**config.mk**
```make
export PLATFORM = sky130hd
export DESIGN_NAME = instrDecoder
export DESIGN_NICKNAME = d
export VERILOG_FILES = /design/src/design/mipsIsaPkg.sv /design/src/design/execPkg.sv /design/src/design/instrDecoder.sv
export VERILOG_INCLUDE_DIRS = /design/src /design/src/include
export SDC_FILE = /design/constraint.sdc
export NUM_CORES = 1
export LEC_CHECK = 0
export BUFFER_PORTS_ARGS = -buffer_cell sky130_fd_sc_hd__buf_4
export CORE_MARGIN = 8
export CORE_UTILIZATION = 25
export DETAILED_ROUTE_END_ITERATION = 6
export PLACE_DENSITY = 0.69
export SETUP_SLACK_MARGIN = 0.4
export SKIP_LAST_GASP = 1
export SYNTH_ARGS = -nofsm -noshare
export SYNTH_HDL_FRONTEND = slang
export SYNTH_SLANG_ARGS = --single-unit
```
**constraint.sdc**
```tcl
create_clock -name vclk -period 1.45
set_input_delay 0.0725 -clock vclk [all_inputs]
set_output_delay 0.0725 -clock vclk [all_outputs]
set_load 0.005 [all_outputs]
```
**src/include/mipsExec_params.svh**
```systemverilog
`ifndef MIPS_EXEC_PARAMS_SVH
`define MIPS_EXEC_PARAMS_SVH

// width of register operands and results
`define DATA_WIDTH 32

// shift amount field and the low bits of rs used by variable shifts
`define SHAMT_WIDTH 5

// one quotient bit per divider iteration
`define DIV_STEPS (`DATA_WIDTH)

`endif

```
**src/design/mipsIsaPkg.sv**
```systemverilog
`include "mipsExec_params.svh"

package mipsIsaPkg;

    // register data and instruction words
    typedef logic [`DATA_WIDTH-1:0] word_t;
    typedef logic [31:0] instr_t;

    // instruction fields
    typedef logic [15:0] imm16_t;
    typedef logic [`SHAMT_WIDTH-1:0] shamt_t;

    // primary opcodes, bits 31:26
    typedef enum logic [5:0] {
        OP_SPECIAL = 6'h00,
        OP_ADDIU   = 6'h09,
        OP_SLTI    = 6'h0a,
        OP_SLTIU   = 6'h0b,
        OP_ANDI    = 6'h0c,
        OP_ORI     = 6'h0d,
        OP_XORI    = 6'h0e
    } opcode_e;

    // function codes under SPECIAL, bits 5:0
    typedef enum logic [5:0] {
        FN_SLL   = 6'h00,
        FN_SRL   = 6'h02,
        FN_SRA   = 6'h03,
        FN_SLLV  = 6'h04,
        FN_SRLV  = 6'h06,
        FN_SRAV  = 6'h07,
        FN_MFHI  = 6'h10,
        FN_MTHI  = 6'h11,
        FN_MFLO  = 6'h12,
        FN_MTLO  = 6'h13,
        FN_MULT  = 6'h18,
        FN_MULTU = 6'h19,
        FN_DIV   = 6'h1a,
        FN_DIVU  = 6'h1b,
        FN_ADDU  = 6'h21,
        FN_SUBU  = 6'h23,
        FN_AND   = 6'h24,
        FN_OR    = 6'h25,
        FN_XOR   = 6'h26,
        FN_SLT   = 6'h2a,
        FN_SLTU  = 6'h2b
    } funct_e;

endpackage

```
**src/design/execPkg.sv**
```systemverilog
`include "mipsExec_params.svh"

package execPkg;

    import mipsIsaPkg::*;

    // full product, or remainder and quotient side by side
    typedef logic [2*`DATA_WIDTH-1:0] dword_t;

    // one strobe per single-cycle ALU operation
    typedef struct packed {
        logic addu;
        logic addiu;
        logic subu;
        logic andR;
        logic andi;
        logic orR;
        logic ori;
        logic xorR;
        logic xori;
        logic sll;
        logic sllv;
        logic sra;
        logic srav;
        logic srl;
        logic srlv;
        logic slt;
        logic slti;
        logic sltu;
        logic sltiu;
    } aluOps_t;

    // operations that touch HI and LO
    typedef struct packed {
        logic mult;
        logic multu;
        logic div;
        logic divu;
        logic mfhi;
        logic mflo;
        logic mthi;
        logic mtlo;
    } hiLoOps_t;

    // decoder output
    typedef struct packed {
        aluOps_t alu;
        hiLoOps_t hiLo;
        word_t immediate;
        shamt_t shamt;
    } decoded_t;

    typedef struct packed {
        word_t data;
        logic writeEnable;
    } aluResult_t;

    typedef enum logic [1:0] {IDLE, RUN, FIX} divState_e;

endpackage

```
**src/design/instrDecoder.sv**
```systemverilog
`timescale 1ns/1ns
`include "mipsExec_params.svh"

module instrDecoder import mipsIsaPkg::*, execPkg::*; (
    input logic issue,
    input instr_t instruction,
    output decoded_t decoded
);

    opcode_e opcode;
    funct_e funct;
    imm16_t imm16;
    logic zeroExtend;
    word_t extImmediate;
    aluOps_t aluOps;
    hiLoOps_t hiLoOps;

    // field split
    assign opcode = opcode_e'(instruction[31:26]);
    assign funct = funct_e'(instruction[5:0]);
    assign imm16 = instruction[15:0];

    // logical immediates are zero-extended
    assign zeroExtend = (opcode == OP_ANDI) || (opcode == OP_ORI) || (opcode == OP_XORI);

    // addiu, slti and sltiu sign-extend
    assign extImmediate = zeroExtend ?
        {{(`DATA_WIDTH-$bits(imm16_t)){1'b0}}, imm16} :
        {{(`DATA_WIDTH-$bits(imm16_t)){imm16[15]}}, imm16};

    // one strobe at most, and none without issue
    always_comb begin
        aluOps = '0;
        hiLoOps = '0;
        if (issue) begin
            case (opcode)
                OP_SPECIAL: begin
                    case (funct)
                        FN_SLL:   aluOps.sll = 1'b1;
                        FN_SRL:   aluOps.srl = 1'b1;
                        FN_SRA:   aluOps.sra = 1'b1;
                        FN_SLLV:  aluOps.sllv = 1'b1;
                        FN_SRLV:  aluOps.srlv = 1'b1;
                        FN_SRAV:  aluOps.srav = 1'b1;
                        FN_ADDU:  aluOps.addu = 1'b1;
                        FN_SUBU:  aluOps.subu = 1'b1;
                        FN_AND:   aluOps.andR = 1'b1;
                        FN_OR:    aluOps.orR = 1'b1;
                        FN_XOR:   aluOps.xorR = 1'b1;
                        FN_SLT:   aluOps.slt = 1'b1;
                        FN_SLTU:  aluOps.sltu = 1'b1;
                        // hi/lo group
                        FN_MFHI:  hiLoOps.mfhi = 1'b1;
                        FN_MFLO:  hiLoOps.mflo = 1'b1;
                        FN_MTHI:  hiLoOps.mthi = 1'b1;
                        FN_MTLO:  hiLoOps.mtlo = 1'b1;
                        FN_MULT:  hiLoOps.mult = 1'b1;
                        FN_MULTU: hiLoOps.multu = 1'b1;
                        FN_DIV:   hiLoOps.div = 1'b1;
                        FN_DIVU:  hiLoOps.divu = 1'b1;
                        // unknown funct leaves everything low
                        default:  aluOps = '0;
                    endcase
                end
                OP_ADDIU: aluOps.addiu = 1'b1;
                OP_SLTI:  aluOps.slti = 1'b1;
                OP_SLTIU: aluOps.sltiu = 1'b1;
                OP_ANDI:  aluOps.andi = 1'b1;
                OP_ORI:   aluOps.ori = 1'b1;
                OP_XORI:  aluOps.xori = 1'b1;
                default:  aluOps = '0;
            endcase
        end
    end

    // shamt sits in bits 10:6 of R-type words
    assign decoded = '{
        alu: aluOps,
        hiLo: hiLoOps,
        immediate: extImmediate,
        shamt: instruction[10:6]
    };

endmodule

```
==> reports/qor.csv, run 1 <==
stage,metric,value,unit
layout,FF/Latch Area,0,µm²
critical_path,startpoint types,input pin,
clocking,Hold Buf Count CTS,0,
grt,largest net degree at the start of global routing,17,
timing,Least-Margin Pin Slew,0.632,ns
critical_path,Worst EP required,1.38,ns
timing,setup TNS,0,ns
floorplan,Core ar.,2450,µm²
placement,Detailed Place HPWL,1930,µm
placement,cell total after placement,145,
floorplan,die height,66.7,µm
logic_synthesis,mux cell area share after synthesis,0,
timing,fin. max-slew vios,0,
critical_path,WS Path Type,input pin to output port,
layout,Util after Layout,0.539,
grt,GR Overflow Total,0,
route,DR iter-0 viols,32,
placement,PortBufs,64,
layout,layout cells sized above 1,0.872,
critical_path,crit end category,output port,
critical_path,Critical Path Sink,decoded[41],
layout,Clock Buffer Count,0,
logic_synthesis,largest family of logic cells by synthesized area,buffers and inverters,
run,max_cap viols,0,
logic_synthesis,Synth Cell Area,643,µm²
timing,Tmin final,1.34,ns
grt,all-layer global routing usage,0.109,
route,DRT antenna net count,0,
logic_synthesis,Ys Warns,0,
logic_synthesis,post-synthesis cell count,92,
route,DRC Markers,0,
route,WL final,2800,µm
floorplan,I/O Pins,97,
layout,Finished Layout Cells,155,
layout,seq_cells,0,
power,P_leak,0.593,nW
grt,global-route wire length before repair,4120,µm
layout,number of nets in the layout,160,
floorplan,Initial Util,0.262,
timing,Final Hold Fails,0,
logic_synthesis,library cells used by synthesis,21,
route,DR vias,803,
layout,area occupied by multi-input gates,653,µm²
logic_synthesis,Synth Area in XOR/XNOR,0,
floorplan,Rows,18,
timing,final setup violating endpoints,0,
timing,Tcrit/Tclk final,0.923,
logic_synthesis,syn avg cell area,6.99,µm²
power,maximum VDD drop,146,µV
layout,area grow syn2layout,106,%
grt,vias in the first global route,876,
timing,RSZ-0062 raised after global routing,true,
timing,Rel. slew slack,0.579,
layout,Ant. Diodes,0,
layout,# fillers,217,
min_path,worst hold-check path type,input pin to output port,
logic_synthesis,Post-Synth Simple-Gate Area,0.490,
floorplan,die width,66.7,µm
outcome,status,completed,
logic_synthesis,Synth Area in Compound Gates,0.0136,
min_path,worst hold path startpoint,instruction[9],
critical_path,crit path from,instruction[28],
power,cell area power density,202,nW/µm²
route,Pre-Repair DR Iteration Count,4,
grt,initial antenna violation count,0,
timing,achievable frequency,747,MHz
logic_synthesis,"Seq/Total Area, Yosys",0,
route,routed vias/inst,5.18,
critical_path,CP max FO,11,
logic_synthesis,Synth Area in Adders,0,
route,Wirelength per Cell,18.1,µm
floorplan,Die ar.,4450,µm²
critical_path,Worst Path Arrival,1.27,ns
timing,Min Hold Slack,0.145,ns
placement,RD Place Congestion,0.725,
logic_synthesis,syn_nets,125,
-- cells in the final DEF (no fill, tap or decap), types with 3 or more instances in the layout --
| master | n |
|---|---|
| buf_12 | 4 |
| buf_4 | 65 |
| buf_8 | 3 |
| nand2_1 | 3 |
| nand2b_1 | 3 |
| nor3_1 | 3 |
| nor4_2 | 9 |
| nor4_4 | 12 |
| or4_4 | 6 |
-- metal layers --
metal | global-route usage | vias to the layer above | part of all wire
met3 | 0.0336 | 5 | 0.11
met5 | 0 | - | 0
met4 | 0.0187 | 0 | 0.0082
li1 | - | 380 | -
met2 | 0.186 | 55 | 0.47
met1 | 0.130 | 363 | 0.41
-- Yosys cell counts, drive strengths merged (2+ instances only) --
cell type  number  share of area
inv             2          0.012
nand3b          2          0.023
clkbuf          3          0.018
or4b            2          0.031
nor3            3          0.023
nand2b          4          0.039
buf            40           0.47
nor4b           2          0.027
or4             3          0.041
nor4           22           0.22
nand2           3          0.018
-- cell type report --
class,count,area share
repair buffers,73,0.472
well taps,30,0.0284
multi-input cells,50,0.494
inverters,2,0.00568
-- report_power, final --
part	internal [W]	switching, W
combinational	0.000135	0.000132
clock	0	0
sequential	0	0
total	0.000135	0.000132
-- repair_timing --
action	in CTS	in global routing
endpoints found under the setup margin	23	40
pin swaps	22	3
endpoints found under the hold margin	0	0
gates cloned	3	0
resized for setup	24	6
buffers inserted	5	2
-- stage by stage --
step | cell area (µm²) | power, W | setup slack (ns)
5_1_grt | 1320 | 0.000282 | 0.0950
2_1_floorplan | 861 | 0.000174 | 0.304
6_report | 1320 | 0.000267 | 0.112
4_1_cts | 1250 | 0.000248 | 0.140
3_5_place_dp | 1060 | 0.000200 | -0.0513
3_3_place_gp | 1060 | 0.000197 | -0.0266
-- how the worst min path moves through the flow --
stage                     cells after the start     endpoint  slack (ns)
after floorplan                               1  decoded[47]        0.18
after global placement                        0   decoded[0]        0.15
after detailed placement                      0   decoded[0]        0.15
after CTS                                     0   decoded[0]        0.15
after global routing                          0  decoded[17]        0.15
final                                         0  decoded[14]        0.15
-- worst max-delay path: stages --
cell and delay [ns]:
buf_12 0.12, or4bb_4 0.61, nor4_4 0.30, buf_4 0.16
-- cells by family (layout without fill, tap and decap cells) --
group | Yosys count | after routing
buf+inv | 45 | 75
compound gates | 1 | 1
simple gates | 46 | 49
(Power assumes the default switching activity.)
==> inputs of run 2 (changes only) <==
==> constraint.sdc (replaced) <==
create_clock -name vclk -period 1.44
set_input_delay 0.072 -clock vclk [all_inputs]
set_output_delay 0.072 -clock vclk [all_outputs]
set_load 0.005 [all_outputs]
==> reports/qor.csv, run 2 (synthesized netlist as in run 1, its figures left out) <==
stage,metric,value,unit,change
grt,global-route wire length before repair,4180,µm,was 4120 µm
route,WL final,3030,µm,was 2800 µm
timing,Final Hold Fails,0,,unchanged
floorplan,Rows,18,,unchanged
timing,fin. max-slew vios,0,,unchanged
layout,FF/Latch Area,0,µm²,unchanged
timing,Tcrit/Tclk final,0.925,,
route,Wirelength per Cell,18.3,µm,was 18.1 µm
clocking,Hold Buf Count CTS,0,,unchanged
floorplan,Core ar.,2450,µm²,unchanged
critical_path,WS Path Type,input pin to output port,,unchanged
outcome,status,completed,,unchanged
timing,RSZ-0062 raised after global routing,true,,unchanged
layout,"most common cell after layout, fill and taps aside",buf_4,,unchanged
route,DRC Markers,0,,unchanged
critical_path,CP max-delay cell,or4_4,,was or4bb_4
critical_path,critical path's largest stage delay,0.61,ns,about the same
timing,Least-Margin Pin Slew,0.424,ns,was 0.632 ns
critical_path,startpoint types,input pin,,unchanged
critical_path,Worst Path Arrival,1.26,ns,was 1.27 ns
layout,most frequent cells in the layout,"53 x buf_4, 23 x buf_6, 17 x nor4_4",,"was 65 x buf_4, 12 x nor4_4, 9 x nor4_2"
placement,PortBufs,64,,unchanged
min_path,worst hold-check path type,input pin to output port,,unchanged
route,routed vias/inst,5.25,,was 5.18
placement,Detailed Place HPWL,1960,µm,was 1930 µm
floorplan,I/O Pins,97,,unchanged
layout,Clock Buffer Count,0,,unchanged
critical_path,CP most frequent cell,buf_4,,
route,DR vias,866,,was 803
power,Design Power,0.000330,W,was 0.000267 W
critical_path,Critical Path Sink,decoded[53],,was decoded[41]
floorplan,Die ar.,4450,µm²,unchanged
layout,area grow syn2layout,142,%,was 106%
route,Pre-Repair DR Iteration Count,4,,unchanged
floorplan,Initial Util,0.262,,unchanged
timing,achievable frequency,751,MHz,
power,P_leak,0.725,nW,was 0.593 nW
timing,final setup violating endpoints,0,,unchanged
power,maximum VDD drop,174,µV,was 146 µV
critical_path,crit end category,output port,,unchanged
placement,RD Place Congestion,0.721,,was 0.725
grt,vias in the first global route,902,,was 876
grt,initial antenna violation count,0,,unchanged
route,DRT antenna net count,0,,unchanged
floorplan,die width,66.7,µm,unchanged
run,max_cap viols,0,,unchanged
layout,layout cells sized above 1,0.919,,was 0.872
critical_path,crit path from,instruction[26],,was instruction[28]
layout,seq_cells,0,,unchanged
critical_path,CP max FO,6,,was 11
timing,Rel. slew slack,0.717,,was 0.579
route,DR iter-0 viols,16,,was 32
floorplan,die height,66.7,µm,unchanged
layout,Ant. Diodes,0,,unchanged
timing,Final Worst Setup Slack,0.109,ns,was 0.112 ns
power,cell area power density,212,nW/µm²,was 202 nW/µm²
grt,largest net degree at the start of global routing,17,,unchanged
timing,Tmin final,1.33,ns,
grt,all-layer global routing usage,0.113,,was 0.109
layout,number of nets in the layout,170,,was 160
critical_path,Worst EP required,1.37,ns,was 1.38 ns
critical_path,cells along the critical path,"buf_8, or4_4, buf_4, nor4_4, buf_4",,"was buf_12, or4bb_4, nor4_4, buf_4"
placement,Post-Place Worst Slack,-0.0628,ns,was -0.0513 ns
grt,GR Overflow Total,0,,unchanged
## run 2: cell count changes in the layout (fill, tap and decap cells not counted), moves of 2 or more
cell | before | now
buf_6 | 1 | 23
nor3_1 | 3 | 1
buf_12 | 4 | 2
nor3_2 | 0 | 2
buf_4 | 65 | 53
nor4_4 | 12 | 17
nor4_2 | 9 | 4
## run 2: power by group
part           total, W  switching [W]  internal, W
sequential            0              0            0
combinational  0.000330       0.000155     0.000175
clock                 0              0            0
## run 2: layout make-up
type	count	area, µm²
Timing Repair Buffer	83	782
Multi-Input combinational cell	50	728
Inverter	2	7.51
Fill cell	187	900
Tap cell	30	37.5
## run 2: worst min-delay path by stage
stage | start | to | slack (ns) | cells past startpoint
after CTS | instruction[6] | decoded[0] | 0.14 | 0
after global placement | instruction[6] | decoded[0] | 0.14 | 0
final | instruction[9] | decoded[14] | 0.14 | 0
after global routing | instruction[12] | decoded[17] | 0.14 | 0
after floorplan | instruction[26] | decoded[47] | 0.18 | 1
after detailed placement | instruction[6] | decoded[0] | 0.14 | 0
## run 2: timing repair
| item | 4_1_cts | 5_1_grt |
|---|---|---|
| setup buffers | 6 | 8 |
| pin swaps | 26 | 14 |
| setup endpoints to repair | 31 | 43 |
| cloned | 3 | 1 |
| resized for setup | 27 | 36 |
## run 2: worst max-delay path: cells and delay by family
family | cells | cell delay, ns
simple gates | 2 | 0.75
buf+inv | 3 | 0.44
## run 2: metrics by stage
step	hold WS (ns)	std cells	utilization	cell area [µm²]	setup TNS (ns)
global route	0.144	165	0.634	1560	0
global placement	0.144	147	0.437	1070	-0.281
detailed placement	0.144	147	0.437	1070	-0.529
finish	0.144	165	0.634	1560	0
floorplan	0.177	92	-	861	0
CTS	0.144	156	0.524	1290	0
## run 2: routing by layer
metal  GRT usage  share of wire
met5           0              0
met4      0.0187         0.0076
met3      0.0369           0.13
met2       0.213           0.51
met1       0.119           0.35
